`src/rtl/logMathPkg.sv`:
```
`default_nettype none

// Fixed-point formats of the Mitchell log-domain multiplier
// Encoding takes the leading one position k of x as the integer part of log2(x)
// The bits below the leading one are left-aligned into FRAC_BITS fraction bits
// Fraction bits beyond FRAC_BITS are truncated
// Decoding turns integer part n and fraction f into 2^n + f * 2^n, truncated toward zero
// A zero on either side gives a product of 0
// The sign of the product is the sign of the descriptor byte
package logMathPkg;

	localparam int MAG_WIDTH = 8; // Width of a magnitude fed to the encoder
	localparam int FRAC_BITS = 8; // Fraction bits of a log value
	localparam int LOG_INT_BITS = $clog2(MAG_WIDTH); // Integer part holds 0 to 7

	typedef logic [MAG_WIDTH-1:0] magT;

	typedef logic [LOG_INT_BITS+FRAC_BITS-1:0] logValT; // 3.8 fixed point

	typedef logic [LOG_INT_BITS+FRAC_BITS:0] logSumT; // Sum of two logs needs one more bit

	typedef logic [2*MAG_WIDTH-1:0] magProductT; // Decoded product magnitude

endpackage : logMathPkg

`default_nettype wire

```
`src/rtl/pixelPkg.sv`:
```
`default_nettype none

// Types shared by the patch streams and the score path
package pixelPkg;

	// One descriptor and one patch both hold this many pixels
	localparam int PATCH_PIXELS = 16;

	// Width of the patch position and descriptor byte counters
	localparam int POS_WIDTH = $clog2(PATCH_PIXELS);

	typedef logic [7:0] pixelT; // Unsigned image pixel as it arrives from the host

	typedef logic signed [7:0] descPixelT; // Zero-mean descriptor byte

	// A pixel times a descriptor byte fits in 17 bits with sign
	typedef logic signed [16:0] productT;

	// Sixteen products summed need four more bits than one product
	typedef logic signed [23:0] scoreT;

	typedef logic [POS_WIDTH-1:0] posT; // Position inside a patch or a descriptor load

endpackage : pixelPkg

`default_nettype wire

```
`src/rtl/correlationAccumulator.sv`:
```
`default_nettype none

// Adds up the signed products of a patch and offers the sum as a score
module correlationAccumulator import pixelPkg::*; (
	input  logic    clk,
	input  logic    rst,
	input  logic    prodValid,
	input  productT product,
	input  logic    prodLast,
	output logic    accReady,
	output scoreT   score,
	output logic    scoreValid,
	input  logic    scoreReady
);

	scoreT runSum; // Sum of the products seen so far in the current patch
	scoreT nextSum;
	logic prodAccept;

	// Ready when the score register is empty or is handed over in this cycle
	assign accReady = !scoreValid || scoreReady;
	assign prodAccept = prodValid && accReady;

	assign nextSum = runSum + scoreT'(product); // Product is sign-extended to the score width

	always_ff @(posedge clk, posedge rst) begin
		if (rst) begin
			runSum <= '0;
			scoreValid <= 1'b0;
		end else begin
			if (prodAccept && prodLast) begin
				runSum <= '0; // Next patch starts from nothing
				scoreValid <= 1'b1;
			end else begin
				if (prodAccept) runSum <= nextSum;
				if (scoreReady) scoreValid <= 1'b0; // Host took the score
			end
		end
	end

	// The last product completes the patch and the total goes straight to the output
	always_ff @(posedge clk) begin
		if (prodAccept && prodLast) begin
			score <= nextSum;
		end
	end

	// A score that waits on the host must neither vanish nor change
	assert property (@(posedge clk) disable iff (rst)
		(scoreValid && !scoreReady) |=> (scoreValid && $stable(score)));

endmodule : correlationAccumulator

`default_nettype wire

```
`src/rtl/descriptorLoader.sv`:
```
`default_nettype none

// Loads a descriptor from the host and pairs it byte for byte with streamed patch pixels
module descriptorLoader import pixelPkg::*; (
	input  logic      clk,
	input  logic      rst,
	input  pixelT     descByte,
	input  logic      descValid,
	output logic      descReady,
	input  pixelT     pixel,
	input  logic      pixelValid,
	output logic      pixelReady,
	input  logic      pairReady,
	output logic      pairValid,
	output pixelT     pairPixel,
	output descPixelT pairDesc,
	output logic      pairLast
);

	typedef enum logic [1:0] {EMPTY, LOADING, READY} loadStateT;

	loadStateT state, nextState;
	descPixelT descReg [PATCH_PIXELS]; // Entry 0 is the head that meets the current pixel
	posT byteCount; // Bytes taken in the current load
	posT pixelPos; // Pixel position inside the patch
	logic byteAccept, pixelAccept;
	logic descTakesBus; // A reload waiting at a patch boundary wins over pixels
	logic streamOpen;

	// Outside of READY a load may always go on, inside it only between patches
	assign descReady = (state != READY) || (pixelPos == '0);
	assign byteAccept = descValid && descReady;

	assign descTakesBus = descValid && (pixelPos == '0);
	assign streamOpen = (state == READY) && !descTakesBus;
	assign pixelReady = streamOpen && pairReady;
	assign pixelAccept = pixelValid && pixelReady;

	// The pair is formed combinationally so an accepted pixel enters the multiplier at once
	assign pairValid = streamOpen && pixelValid;
	assign pairPixel = pixel;
	assign pairDesc = descReg[0];
	assign pairLast = (pixelPos == posT'(PATCH_PIXELS - 1));

	always_comb begin
		nextState = state;
		case (state)
			EMPTY: if (byteAccept) nextState = LOADING;
			LOADING: begin
				if (byteAccept && byteCount == posT'(PATCH_PIXELS - 1)) begin
					nextState = READY; // Sixteenth byte just arrived
				end
			end
			READY: if (byteAccept) nextState = LOADING; // Reload starts on a patch boundary
			default: nextState = EMPTY;
		endcase
	end

	always_ff @(posedge clk, posedge rst) begin
		if (rst) begin
			state <= EMPTY;
			byteCount <= '0;
			pixelPos <= '0;
		end else begin
			state <= nextState;
			if (byteAccept) byteCount <= byteCount + 1'b1; // Wraps to 0 at the end of a load
			if (pixelAccept) pixelPos <= pixelPos + 1'b1; // Wraps to 0 after the last pixel
		end
	end

	// Loading and rotation share one shift toward the head
	// A new byte enters at the tail during a load, the head comes around during a patch
	always_ff @(posedge clk) begin
		if (byteAccept || pixelAccept) begin
			for (int i = 0; i < PATCH_PIXELS - 1; i++) begin
				descReg[i] <= descReg[i+1];
			end
			descReg[PATCH_PIXELS-1] <= byteAccept ? descPixelT'(descByte) : descReg[0];
		end
	end

	// Once a load is under way no pixel may be taken until its last byte is in
	assert property (@(posedge clk) disable iff (rst)
		(byteAccept && byteCount != posT'(PATCH_PIXELS - 1)) |=> !pixelAccept);

endmodule : descriptorLoader

`default_nettype wire

```
`src/rtl/logDecoder.sv`:
```
`default_nettype none

// Inverse log2 that rebuilds a product magnitude from a Mitchell log sum
module logDecoder import logMathPkg::*; (
	input  logSumT     logSum,
	output magProductT mag
);

	logic [LOG_INT_BITS:0] intPart; // Exponent n of the sum
	logic [FRAC_BITS-1:0]  fracPart; // Fraction f of the sum
	magProductT powerTerm;

	// The fraction is shifted by n before the binary point is applied
	logic [2*MAG_WIDTH+FRAC_BITS-1:0] fracScaled;

	assign intPart  = logSum[LOG_INT_BITS+FRAC_BITS -: LOG_INT_BITS+1];
	assign fracPart = logSum[FRAC_BITS-1:0];

	assign powerTerm = magProductT'(1) << intPart; // The leading bit 2^n

	// f * 2^n still carries FRAC_BITS bits below the integer point
	assign fracScaled = {{(2*MAG_WIDTH){1'b0}}, fracPart} << intPart;

	// Bits below the integer point are cut off, which truncates toward zero
	// The fraction part is always below 2^n so it slots in under the leading bit
	assign mag = powerTerm | fracScaled[2*MAG_WIDTH+FRAC_BITS-1:FRAC_BITS];

endmodule : logDecoder

`default_nettype wire

```
`src/rtl/logEncoder.sv`:
```
`default_nettype none

// Finds the leading one of a magnitude and turns it into a Mitchell log2 value
module logEncoder import logMathPkg::*; (
	input  magT    mag,
	output logic   isZero,
	output logValT logVal
);

	logic [LOG_INT_BITS-1:0] zeroCount; // Leading zeros found by the search
	logic [LOG_INT_BITS-1:0] leadIdx;
	magT normMag; // Magnitude shifted so the leading one sits in the top bit

	// Binary search in halving steps, first four bits, then two, then one
	always_comb begin
		zeroCount = '0;
		normMag = mag;
		if (normMag[MAG_WIDTH-1 -: 4] == 4'd0) begin
			normMag = normMag << 4;
			zeroCount[2] = 1'b1; // Upper half was empty
		end
		if (normMag[MAG_WIDTH-1 -: 2] == 2'd0) begin
			normMag = normMag << 2;
			zeroCount[1] = 1'b1;
		end
		if (!normMag[MAG_WIDTH-1]) begin
			normMag = normMag << 1;
			zeroCount[0] = 1'b1; // Last single step
		end
	end

	// A zero input ends with seven leading zeros and must be flagged separately
	assign isZero = (mag == '0);

	assign leadIdx = LOG_INT_BITS'(MAG_WIDTH - 1) - zeroCount; // Position k of the leading one

	// Drop the leading one and left-align what remains as the fraction
	// With 8 fraction bits the seven remaining bits always fit so nothing is lost here
	assign logVal = {leadIdx, normMag[MAG_WIDTH-2:0], {(FRAC_BITS - MAG_WIDTH + 1){1'b0}}};

endmodule : logEncoder

`default_nettype wire

```
`src/rtl/logMultiplier.sv`:
```
`default_nettype none

// Three-stage signed multiplier working in the log domain
module logMultiplier import pixelPkg::*, logMathPkg::*; (
	input  logic      clk,
	input  logic      rst,
	input  logic      inValid,
	input  pixelT     inPixel,
	input  descPixelT inDesc,
	input  logic      inLast,
	input  logic      outReady,
	output logic      inReady,
	output logic      outValid,
	output productT   product,
	output logic      outLast
);

	logic advance; // Every stage moves forward together
	magT descMag; // Absolute value of the descriptor byte
	logic pixZero, descZero;
	logValT pixLog, descLog;
	magProductT decMag;
	productT magSigned;

	logic valid1, zero1, neg1, last1; // Stage 1 registers
	logValT pixLog1, descLog1;
	logic valid2, zero2, neg2, last2; // Stage 2 registers
	logSumT logSum2;

	assign advance = outReady;
	assign inReady = outReady; // A stalled output stalls the whole pipe

	// The absolute value of -128 still fits as 128 in the unsigned magnitude
	assign descMag = inDesc[7] ? magT'(-inDesc) : magT'(inDesc);

	logEncoder pixEnc_i (.mag(inPixel), .isZero(pixZero), .logVal(pixLog));
	logEncoder descEnc_i (.mag(descMag), .isZero(descZero), .logVal(descLog));
	logDecoder dec_i (.logSum(logSum2), .mag(decMag));

	assign magSigned = productT'({1'b0, decMag}); // Magnitude is at most 15 bits wide

	always_ff @(posedge clk, posedge rst) begin
		if (rst) begin
			valid1 <= 1'b0;
			valid2 <= 1'b0;
			outValid <= 1'b0;
		end else if (advance) begin
			valid1 <= inValid;
			valid2 <= valid1;
			outValid <= valid2;
		end
	end

	always_ff @(posedge clk) begin
		if (advance) begin
			pixLog1 <= pixLog; // Stage 1 holds the two encoded magnitudes
			descLog1 <= descLog;
			zero1 <= pixZero | descZero;
			neg1 <= inDesc[7]; // Pixels are unsigned so only the descriptor sets the sign
			last1 <= inLast;
			logSum2 <= logSumT'(pixLog1) + logSumT'(descLog1); // Multiply becomes add
			zero2 <= zero1;
			neg2 <= neg1;
			last2 <= last1;
			if (zero2) begin
				product <= '0; // A zero operand has no log so the decoder output is ignored
			end else begin
				product <= neg2 ? -magSigned : magSigned;
			end
			outLast <= last2;
		end
	end

	// A zero pixel or a zero descriptor byte that runs through all three stages comes out as 0
	assert property (@(posedge clk) disable iff (rst)
		(advance && inValid && (inPixel == '0 || inDesc == '0)) ##1 advance ##1 advance
		|=> (outValid && product == '0));

endmodule : logMultiplier

`default_nettype wire

```
`src/rtl/patchCorrelator.sv`:
```
`default_nettype none

// Correlates streamed image patches against a loaded descriptor
module patchCorrelator import pixelPkg::*; (
	input  logic  clk,
	input  logic  rst,
	input  pixelT descByte,
	input  logic  descValid,
	output logic  descReady,
	input  pixelT pixel,
	input  logic  pixelValid,
	output logic  pixelReady,
	output scoreT score,
	output logic  scoreValid,
	input  logic  scoreReady
);

	// Loader to multiplier
	logic pairValid, pairLast, multReady;
	pixelT pairPixel;
	descPixelT pairDesc;

	// Multiplier to accumulator
	logic prodValid, prodLast, accReady;
	productT product;

	descriptorLoader loader_i (
		.clk(clk),
		.rst(rst),
		.descByte(descByte),
		.descValid(descValid),
		.descReady(descReady),
		.pixel(pixel),
		.pixelValid(pixelValid),
		.pixelReady(pixelReady),
		.pairReady(multReady),
		.pairValid(pairValid),
		.pairPixel(pairPixel),
		.pairDesc(pairDesc),
		.pairLast(pairLast)
	);

	// The patch end marker rides along with each product
	logMultiplier mult_i (
		.clk(clk),
		.rst(rst),
		.inValid(pairValid),
		.inPixel(pairPixel),
		.inDesc(pairDesc),
		.inLast(pairLast),
		.outReady(accReady),
		.inReady(multReady),
		.outValid(prodValid),
		.product(product),
		.outLast(prodLast)
	);

	correlationAccumulator acc_i (
		.clk(clk),
		.rst(rst),
		.prodValid(prodValid),
		.product(product),
		.prodLast(prodLast),
		.accReady(accReady),
		.score(score),
		.scoreValid(scoreValid),
		.scoreReady(scoreReady)
	);

endmodule : patchCorrelator

`default_nettype wire

```
`config.mk`:
```
export PLATFORM = sky130hd
export DESIGN_NAME = patchCorrelator
export DESIGN_NICKNAME = d
export VERILOG_FILES = /design/src/rtl/logMathPkg.sv /design/src/rtl/pixelPkg.sv /design/src/rtl/correlationAccumulator.sv /design/src/rtl/descriptorLoader.sv /design/src/rtl/logDecoder.sv /design/src/rtl/logEncoder.sv /design/src/rtl/logMultiplier.sv /design/src/rtl/patchCorrelator.sv
export SDC_FILE = /design/constraint.sdc
export NUM_CORES = 1
export LEC_CHECK = 0
export ABC_AREA = 1
export BUFFER_PORTS_ARGS = -buffer_cell sky130_fd_sc_hd__buf_2
export CORE_MARGIN = 3
export CORE_UTILIZATION = 61
export DETAILED_ROUTE_END_ITERATION = 8
export HOLD_SLACK_MARGIN = 0.08
export PLACE_DENSITY = 0.88
export REMOVE_ABC_BUFFERS = 1
export SLEW_MARGIN = 20
export SYNTH_ARGS = -nofsm -noshare
export SYNTH_HDL_FRONTEND = slang
export SYNTH_SLANG_ARGS = --single-unit
```
`constraint.sdc`:
```
create_clock -name clk -period 4.8 [get_ports clk]
set_input_delay 0.96 -clock clk [delete_from_list [all_inputs] [get_ports clk]]
set_output_delay 0.96 -clock clk [all_outputs]
set_load 0.01 [all_outputs]
```
==> results of run 1 <==
state kept, by name, summed over array words and instances (netlist names):
signal / cells
acc_i.runSum: 24
loader_i.state: 2
mult_i.valid1: 1
mult_i.pixLog1: 10
mult_i.outLast: 1
loader_i.pixelPos: 4
acc_i.scoreValid: 1
mult_i.zero1: 1
mult_i.zero2: 1
mult_i.last2: 1
mult_i.product: 17
mult_i.neg2: 1
acc_i.score: 24
mult_i.last1: 1
mult_i.valid2: 1
mult_i.logSum2: 11
mult_i.descLog1: 10
loader_i.descReg: 128
mult_i.outValid: 1
loader_i.byteCount: 4
mult_i.neg1: 1
power groups by stage:
stage	Combinational, mW	Sequential, mW	Clock [mW]
3_5_place_dp	2.23	3.02	0
3_3_place_gp	2.14	3.01	0
2_1_floorplan	1.77	2.96	0
5_1_grt	2.60	3.03	1.84
4_1_cts	2.28	2.99	1.75
6_report	2.32	2.99	1.72
critical path: cells and delay by family (launching register included):
kind                       cells  cell delay [ns]
DFF                            1             0.35
and+or+nand+nor                7             1.44
buffers and inverters          3             0.78
adders and majority gates      1             0.20
metal layers:
metal,global-route usage (%),vias to the layer above,part of all wire [%]
li1,-,3598,-
met1,28.66,3599,41
met2,37.92,301,50
met3,3.505,75,5.5
met4,7.273,0,3.5
met5,0,-,0
cell type report:
| class | count | area, sq um | share of cell area [%] |
|---|---|---|---|
| Inverter | 103 | 402.9 | 3.245 |
| Clock buffer | 29 | 640.6 | 5.160 |
| Tap cell | 225 | 281.5 | 2.268 |
| Sequential cell | 245 | 7167 | 57.73 |
| Multi-Input combinational cell | 637 | 3540 | 28.51 |
| Clock inverter | 14 | 75.07 | 0.6047 |
| Timing Repair Buffer | 55 | 307.8 | 2.479 |
cells in the mapped netlist (2+ instances only):
master / n / area share (%)
a211oi_1: 3 / 0.20
a21o_1: 3 / 0.20
a21oi_1: 61 / 2.7
a22o_1: 10 / 0.78
a31oi_1: 3 / 0.17
and2_1: 2 / 0.11
buf_1: 2 / 0.067
buf_2: 3 / 0.13
buf_4: 2 / 0.13
buf_6: 2 / 0.20
clkbuf_1: 3 / 0.10
dfrtp_1: 38 / 8.5
edfxtp_1: 207 / 55
fa_1: 2 / 0.36
ha_1: 38 / 4.2
inv_1: 92 / 3.1
inv_2: 8 / 0.27
nand2_1: 202 / 6.8
nand2_2: 12 / 0.67
nand2_4: 3 / 0.30
nand3_1: 67 / 3.0
nand3_2: 9 / 0.80
nand4_1: 8 / 0.45
nor2_1: 79 / 2.6
nor2_2: 3 / 0.17
nor2_4: 4 / 0.40
nor3_1: 12 / 0.54
nor4_1: 2 / 0.11
o211ai_1: 2 / 0.13
o21ai_0: 53 / 2.4
o21ai_1: 5 / 0.22
o21bai_1: 5 / 0.33
xnor2_1: 8 / 0.63
xor2_1: 29 / 2.3
path summary, 6_finish.rpt:
check,from,to,slack [ns],cells past startpoint
min in group asynchronous,rst,loader_i.state[0],0.56,3
worst max-delay path,loader_i.pixelPos[0],loader_i.descReg[1][14],1.64,11
worst min-delay path,loader_i.descReg[1][18],loader_i.descReg[1][10],0.41,0
worst max register to register,loader_i.pixelPos[0],loader_i.descReg[1][14],1.64,11
max in group asynchronous,rst,acc_i.runSum[12],3.88,3
worst min register to register,loader_i.descReg[1][18],loader_i.descReg[1][10],0.41,0
through the flow:
step           cells  worst slack [ns]  area (sq um)  hold slack (ns)
2_1_floorplan    985           -0.3756         11100           0.4003
3_3_place_gp    1265             1.503         11700           0.4010
3_5_place_dp    1265             1.388         11700           0.4045
4_1_cts         1308             1.641         12410           0.4153
5_1_grt         1308             1.336         12410           0.4168
6_report        1308             1.641         12410           0.4071
kinds of logic after synthesis:
family | after synthesis
adders and majority gates | 40
and+or+nand+nor | 406
muxes | 1
AOI/OAI and AO/OA | 152
DFF | 245
xor gates and xnor gates | 37
other | 1
buffers and inverters | 117
==> metrics.cfg, run 1 <==
[synth]
yosys.area_share.simple_pct=16.24
synth_edf_count=207
netlist_area_sq_um=11210
synthMuxAreaShare_pct=0.1005
synth_top_family_by_area=simple AND/OR/NAND/NOR gates
async_flop_share_pct=15.51
ys_seq_area_share_pct=63.94
avgSynthCellArea_sq_um=11.22
yosys_warnings=0
synth_compound_area_share_pct=7.647
synth_flop_cell=edfxtp_1
synth_seq_cells=245
synthDistinctLibCells=51
syn_inst=999
synthAdderAreaFrac_pct=4.599
synth_xor_area_share_pct=2.891

[timing]
fmax_mhz=316.6
period_minus_slack_ns=3.159
rsz0062_at_grt=no
hold_violations=0
min_period_over_period_pct=65.81
max_slew_margin_pct=44.97
slew_violations=0
setup_viol=0
fin_skew_ns=0.02447
finalSetupTns_ns=0
tightest_slew_ns=0.8255

[clock_tree]
cts.sinks=245
post_cts_buffers=0
clock_path_buffers=3
clk_latency_ns=0.52
cts_resized=0
ctsHoldBuffers=0
cts_tree=done
cts.clk_slew.worst_paths_ns=0.06
numCtsBuffers=25
cts_root_buf=clkbuf_16
htree_num_levels=1

[power]
finalPower_mw=7.035
internal_power_mw=4.510
power_leakage_nw=5.445
clock_power_share_pct=24.5
power_frac_comb_pct=32.9
switching_share_pct=35.89
seqPwrFrac_pct=42.6
p_sw_mw=2.525
peakVddDrop_mv=0.4454
p_per_area_nw_per_um2=566.6

[global_routing]
grt_max_degree=66
grt-ovfl-total=0
grt_usage_pct=21.97
grt_antenna_before_repair=0
grt_pass1_wl_mm=35.89
grt_pass1_vias=7355

[floorplan]
dieWidth_microns=141.6
dieArea_sq_um=20040
start_util_pct=63.48
fp.dieH_microns=141.6
rows=48
ios=48
core_sq_um=17660

[routing]
drt_wl_total_mm=21.55
avgViaCountPerCell=5.790
remaining_drc_errors=0
drt_pass1_iterations=5
via_count=7573
antenna_left=0
post_drt_wl_per_cell_microns=16.48
drt_iter0_markers=649

[worst_setup_path]
worstPathCellList=inv_1 > ha_1 > nand3_1 > nand3_1 > nand2_1 > buf_4 > nand3_1 > nor2_1 > nand2_1 > nand2_4 > buf_4
cp.arrival_ns=3.33
crit_path_top_delay_cell=nand2_4
critPathLaunchType=flop
crit_type=reg -> reg
critPathRequiredTime_ns=4.97
cpPeakStageDelay_ns=0.69
endpoint_kind=flop
path_max_fanout=65
crit_top_cell=nand3_1

[run]
maxCapViolCount=0

[cells_and_area]
drive_gt1_share_pct=12.56
fillers=1153
n_antenna_cell=0
layout_commonest_cell=edfxtp_1
area_growth_pct=10.76
final_cell_mix=edfxtp_1 (207), nand2_1 (201), inv_1 (91)
final_core_util_pct=70.31
nets=1128

[min_path]
min_path_type=reg -> reg

[run_status]
outcome=finished, final reports clean

[placement]
gp_congestion=0.9433
dp_hpwl_mm=14.15
io_buffer_count=47

No activity file was read; power rests on OpenSTA's default activity.
==> run 2, diff against run 1 <==
Settings changed: ABC_AREA 1 to 0.
Clock period 4.8 ns to 3 ns, I/O delays scaled along.
==> metrics.cfg, run 2 <==
[run_status]
outcome=complete, but fails checks
violations=negative setup slack

[placement]
gp_congestion=0.9149
io_buffer_count=47
dp_hpwl_mm=13.09

[routing]
remaining_drc_errors=0
avgViaCountPerCell=6.234
drt_iter0_markers=505
drt_pass1_iterations=5
drt_wl_total_mm=23.28
antenna_left=0
post_drt_wl_per_cell_microns=20.73
via_count=7001

[clock_tree]
htree_num_levels=1
numCtsBuffers=25
cts.sinks=245
clock_path_buffers=3
cts.clk_slew.worst_paths_ns=0.07
clk_latency_ns=0.53
cts_tree=done
cts_root_buf=clkbuf_16

[synth]
synth.top_cells.by_count=edfxtp_1 (207), nor2_1 (44), a21oi_1 (43), dfrtp_1 (38), ha_1 (38)
yosys.area.top_type=edfxtp_1
ys_seq_area_share_pct=64.42
synth_flop_cell=edfxtp_1
synth_edf_count=207
netlist_top_cells_area=edfxtp_1 (56%), dfrtp_1 (8.5%), ha_1 (4.3%)
netlist_area_sq_um=11130
synthDistinctLibCells=90
avgSynthCellArea_sq_um=14.12
synth_seq_cells=245
yosys_warnings=0
yosysMostFrequentCell=edfxtp_1
syn_inst=788
yosysTopAreaCellShare_pct=55.87
async_flop_share_pct=15.51

[power]
peakVddDrop_mv=0.6182
power_leakage_nw=5.211
p_sw_mw=3.128
switching_share_pct=29.40
finalPower_mw=10.64
p_per_area_nw_per_um2=829.3
clock_power_share_pct=31.6
power_frac_comb_pct=25.9
seqPwrFrac_pct=42.5
internal_power_mw=7.512

[worst_setup_path]
crit_type=reg -> reg
path_max_fanout=4
endpoint_kind=flop
reg2reg_slack_ns=-0.07
worstPathCellList=inv_1 > ha_2 > or3b_4 > nand3b_1 > nor2b_1 > nand4b_1 > o211ai_2 > nand2b_4 > mux2i_2 > o22ai_1
critPathRequiredTime_ns=3.26
crit_path_top_delay_cell=edfxtp_1
cp.arrival_ns=3.33
cpPeakStageDelay_ns=0.44
critPathLaunchType=flop

[floorplan]
rows=48
start_util_pct=63.23
dieArea_sq_um=19900
core_sq_um=17600
fp.dieH_microns=141.1
dieWidth_microns=141.1
ios=48

[global_routing]
grt_pass1_vias=6827
grt_max_degree=55
grt-ovfl-total=0
grt_pass1_wl_mm=35.72
grt_antenna_before_repair=0
grt_usage_pct=22.39

[timing]
tightest_slew_ns=0.6935
fin_ws_ns=-0.06557
period_minus_slack_ns=3.066
fmax_mhz=326.2
fin_skew_ns=0.01339
setup_viol=3
rsz0062_at_grt=yes
max_slew_margin_pct=53.76
min_period_over_period_pct=102.2
slew_violations=0
hold_violations=0

[run]
maxCapViolCount=0

[cells_and_area]
nets=940
largest-register=loader_i.descReg
fillers=1019
largest_reg_flops=128
final_core_util_pct=72.92
area_growth_pct=15.33
final_cell_mix=edfxtp_1 (207), buf_2 (47), nor2_1 (44)
drive_gt1_share_pct=21.71
layout_commonest_cell=edfxtp_1
reg_top3=loader_i.descReg (128), acc_i.runSum (24), acc_i.score (24)
n_antenna_cell=0

[min_path]
min_path_type=in -> async

==> run 2: cell count changes after synthesis, moves of 24 or more <==
cell	before	now
inv_1	92	29
nand2_1	202	36
nand3_1	67	18
nor2_1	79	44
o21ai_0	53	27
xnor2_1	8	32
==> run 2: worst paths after layout <==
check / from / end / cells after the start
min in group clk: pixelValid / loader_i.pixelPos[2] / 3
worst min register to register: loader_i.descReg[0][17] / loader_i.descReg[0][9] / 0
max in group asynchronous: rst / acc_i.runSum[3] / 3
worst min-delay path: rst / acc_i.runSum[9] / 3
worst max register to register: loader_i.descReg[0][0] / mult_i.descLog1[4] / 10
worst max-delay path: loader_i.descReg[0][0] / mult_i.descLog1[4] / 10
==> run 2: area by class of cell <==
class / instances / area, sq um / share of cell area (%)
multi-input combinational: 489 / 3802 / 29.63
clock inverter: 12 / 193.9 / 1.511
timing repair buffer: 89 / 588.1 / 4.583
inverter: 29 / 108.9 / 0.8484
sequential: 245 / 7167 / 55.86
clock buffer: 34 / 689.4 / 5.373
tap: 225 / 281.5 / 2.194
==> run 2: worst max-delay path: cells and delay by family (launching register included) <==
kind / cells / cell delay (ns)
and+or+nand+nor: 5 / 1.44
muxes: 1 / 0.26
buffers and inverters: 1 / 0.09
adders and majority gates: 1 / 0.21
AOI/OAI and AO/OA: 2 / 0.36
DFF: 1 / 0.44
==> run 2: per-layer routing <==
layer	global-route usage, %	wire length (microns)	up-vias
met4	8.210	903	0
met3	3.731	1618	80
met2	37.17	11530	342
met5	0	0	-
met1	30.15	9229	3396
li1	-	-	3183
==> run 2: power groups by stage <==
stage          combinational, mW  clock [mW]  sequential [mW]
3_5_place_dp                2.41           0             4.56
6_report                    2.76        3.36             4.52
5_1_grt                     3.01        3.52             4.56
2_1_floorplan               1.89           0             4.50
3_3_place_gp                2.30           0             4.53
4_1_cts                     2.52        3.38             4.51
==> run 2: logic make-up (layout without fill, tap and decap cells) <==
kind of cell / after synthesis / count (layout) / share of synthesized area (%)
flip-flops: 245 / 245 / 64.42
AND/OR/NAND/NOR: 189 / 189 / 9.413
AO/OA/AOI/OAI: 181 / 181 / 11.70
buffers and inverters: 54 / 164 / 2.643
XOR/XNOR: 48 / 48 / 3.779
adder cells (fa/ha/maj): 40 / 40 / 4.633
multiplexers: 30 / 30 / 3.385
other: 1 / 1 / 0.03371
==> run 2: timing repair <==
item	CTS	global route
pin swaps	0	10
gates resized for setup	7	25
endpoints found under the setup margin	6	14
setup buffers	3	14
hold buffers	0	0
==> run 2: stage by stage <==
| stage | hold slack, ns | cell area [sq um] | cells | setup WS (ns) | setup TNS (ns) |
|---|---|---|---|---|---|
| 2_1_floorplan | 0.4003 | 10940 | 763 | -2.908 | -405.57 |
| 3_3_place_gp | 0.4008 | 11690 | 1060 | 0.1243 | 0 |
| 3_5_place_dp | 0.4045 | 11690 | 1060 | 0.01360 | 0 |
| 4_1_cts | 0.2452 | 12630 | 1109 | 0.005146 | 0 |
| 5_1_grt | 0.2789 | 12830 | 1123 | -0.1121 | -0.5468 |
| 6_report | 0.2378 | 12830 | 1123 | -0.06557 | -0.1499 |
==> run 3, diff against run 2 <==
Settings changed: MAX_ROUTING_LAYER set to met4.
==> metrics.cfg, run 3 (synthesis gave the netlist of run 2 again) <==
[run_status]
outcome=complete, but fails checks
violations=negative setup slack

[clock_tree]
cts_root_buf=clkbuf_16
cts_tree=done
cts.clk_slew.worst_paths_ns=0.06
clock_path_buffers=3
htree_num_levels=1
ctsHoldBuffers=0
cts.sinks=245
clk_latency_ns=0.53
numCtsBuffers=25

[cells_and_area]
largest-register=loader_i.descReg
area_growth_pct=13.97
reg_top3=loader_i.descReg (128), acc_i.runSum (24), acc_i.score (24)
final_cell_mix=edfxtp_1 (207), buf_2 (47), nor2_1 (44)
drive_gt1_share_pct=20.36
nets=931
layout_commonest_cell=edfxtp_1
n_antenna_cell=0
fillers=1087
largest_reg_flops=128
final_core_util_pct=72.06

[worst_setup_path]
critPathRequiredTime_ns=3.26
crit_type=reg -> reg
cp.arrival_ns=3.31
endpoint_kind=flop
path_max_fanout=6
critPathLaunchType=flop

[timing]
fmax_mhz=328.5
fin_skew_ns=0.01200
hold_violations=0
max_slew_margin_pct=52.48
period_minus_slack_ns=3.044
min_period_over_period_pct=101.5
slew_violations=0
setup_viol=3
tightest_slew_ns=0.7078
fin_ws_ns=-0.04389

[routing]
post_drt_wl_per_cell_microns=19.22
antenna_left=0
drt_pass1_iterations=5
via_count=6810
drt_iter0_markers=471
avgViaCountPerCell=6.113
remaining_drc_errors=0
drt_wl_total_mm=21.42

[floorplan]
dieArea_sq_um=19900
dieWidth_microns=141.1
rows=48
core_sq_um=17600
ios=48
start_util_pct=63.23
fp.dieH_microns=141.1

[global_routing]
grt_max_degree=55
grt-ovfl-total=0
met1_usage_pct=28.12
grt_pass1_vias=6878
grt_usage_pct=22.34
grtUsageMet3_pct=3.867
grt_antenna_before_repair=0
grtUsageMet2_pct=36.87
grt_busiest_layer=met2
grt_pass1_wl_mm=34.70

[placement]
dp_hpwl_mm=13.29
io_buffer_count=47
gp_congestion=0.9156
place_ws_ns=0.02122

[power]
p_per_area_nw_per_um2=795.0
switching_share_pct=29.16
clock_power_share_pct=30.3
internal_power_mw=7.141
p_sw_mw=2.940
peakVddDrop_mv=0.7216
power_frac_comb_pct=25.2
power_leakage_nw=5.139
seqPwrFrac_pct=44.6

[min_path]
min_path_type=in -> async

[run]
maxCapViolCount=0

run 3: per-stage QoR:
step	cells	setup TNS, ns	area, sq um	hold slack [ns]	total power [mW]
after floorplan	763	-405.57	10940	0.4003	6.388
after global placement	1064	0	11720	0.4010	6.842
after CTS	1110	0	12550	0.2570	10.05
after detailed placement	1064	0	11720	0.4045	6.972
final	1114	-0.09021	12680	0.2491	10.08
after global routing	1114	-0.2835	12680	0.2902	10.59
run 3: what timing repair did:
item	CTS	global route
cloned	0	0
buffers inserted	0	4
hold endpoints to repair	0	0
setup endpoints to repair	3	14
pin swaps	0	4
resized for setup	5	21
run 3: worst max-delay path, cell delays in order (launching register included):
cell      delay [ns]
edfxtp_1        0.42
inv_1           0.10
ha_2            0.21
or3b_4          0.45
nand3b_1        0.21
nor2b_2         0.30
nand4b_1        0.16
o211ai_2        0.29
nand2b_4        0.24
mux2i_4         0.27
o22ai_2         0.12
run 3: per-layer routing:
| metal | up-vias | part of all wire (%) |
|---|---|---|
| li1 | 3166 | - |
| met1 | 3302 | 40 |
| met2 | 293 | 51 |
| met3 | 49 | 6.3 |
| met4 | 0 | 2.6 |
| met5 | - | 0 |
run 3: final timing paths:
check / startpoint / to / slack (ns) / cells after the start
setup / recovery: loader_i.descReg[0][0] / mult_i.descLog1[4] / -0.04 / 10
hold / removal: rst / acc_i.runSum[8] / 0.25 / 3
setup reg to reg: loader_i.descReg[0][0] / mult_i.descLog1[4] / -0.04 / 10
hold reg to reg: loader_i.descReg[0][46] / loader_i.descReg[0][38] / 0.41 / 0
max in group asynchronous: rst / acc_i.runSum[5] / 2.37 / 3
min in group clk: pixelValid / loader_i.pixelPos[2] / 0.36 / 3
run 3: power groups by stage:
| stage | combinational [mW] | sequential (mW) | clock [mW] |
|---|---|---|---|
| after CTS | 2.46 | 4.49 | 3.10 |
| final | 2.54 | 4.49 | 3.05 |
| after global placement | 2.33 | 4.52 | 0 |
| after detailed placement | 2.43 | 4.54 | 0 |
| after global routing | 2.81 | 4.54 | 3.24 |
| after floorplan | 1.89 | 4.50 | 0 |
run 3: final cells by class:
| class | instances | area (sq um) | share of cell area, % |
|---|---|---|---|
| multi-input cells | 489 | 3786 | 29.86 |
| clock inverters | 8 | 81.33 | 0.6414 |
| flip-flops and latches | 245 | 7167 | 56.52 |
| inverters | 29 | 108.9 | 0.8585 |
| repair buffers | 80 | 520.5 | 4.105 |
| well taps | 225 | 281.5 | 2.220 |
| clock buffers | 38 | 734.5 | 5.792 |
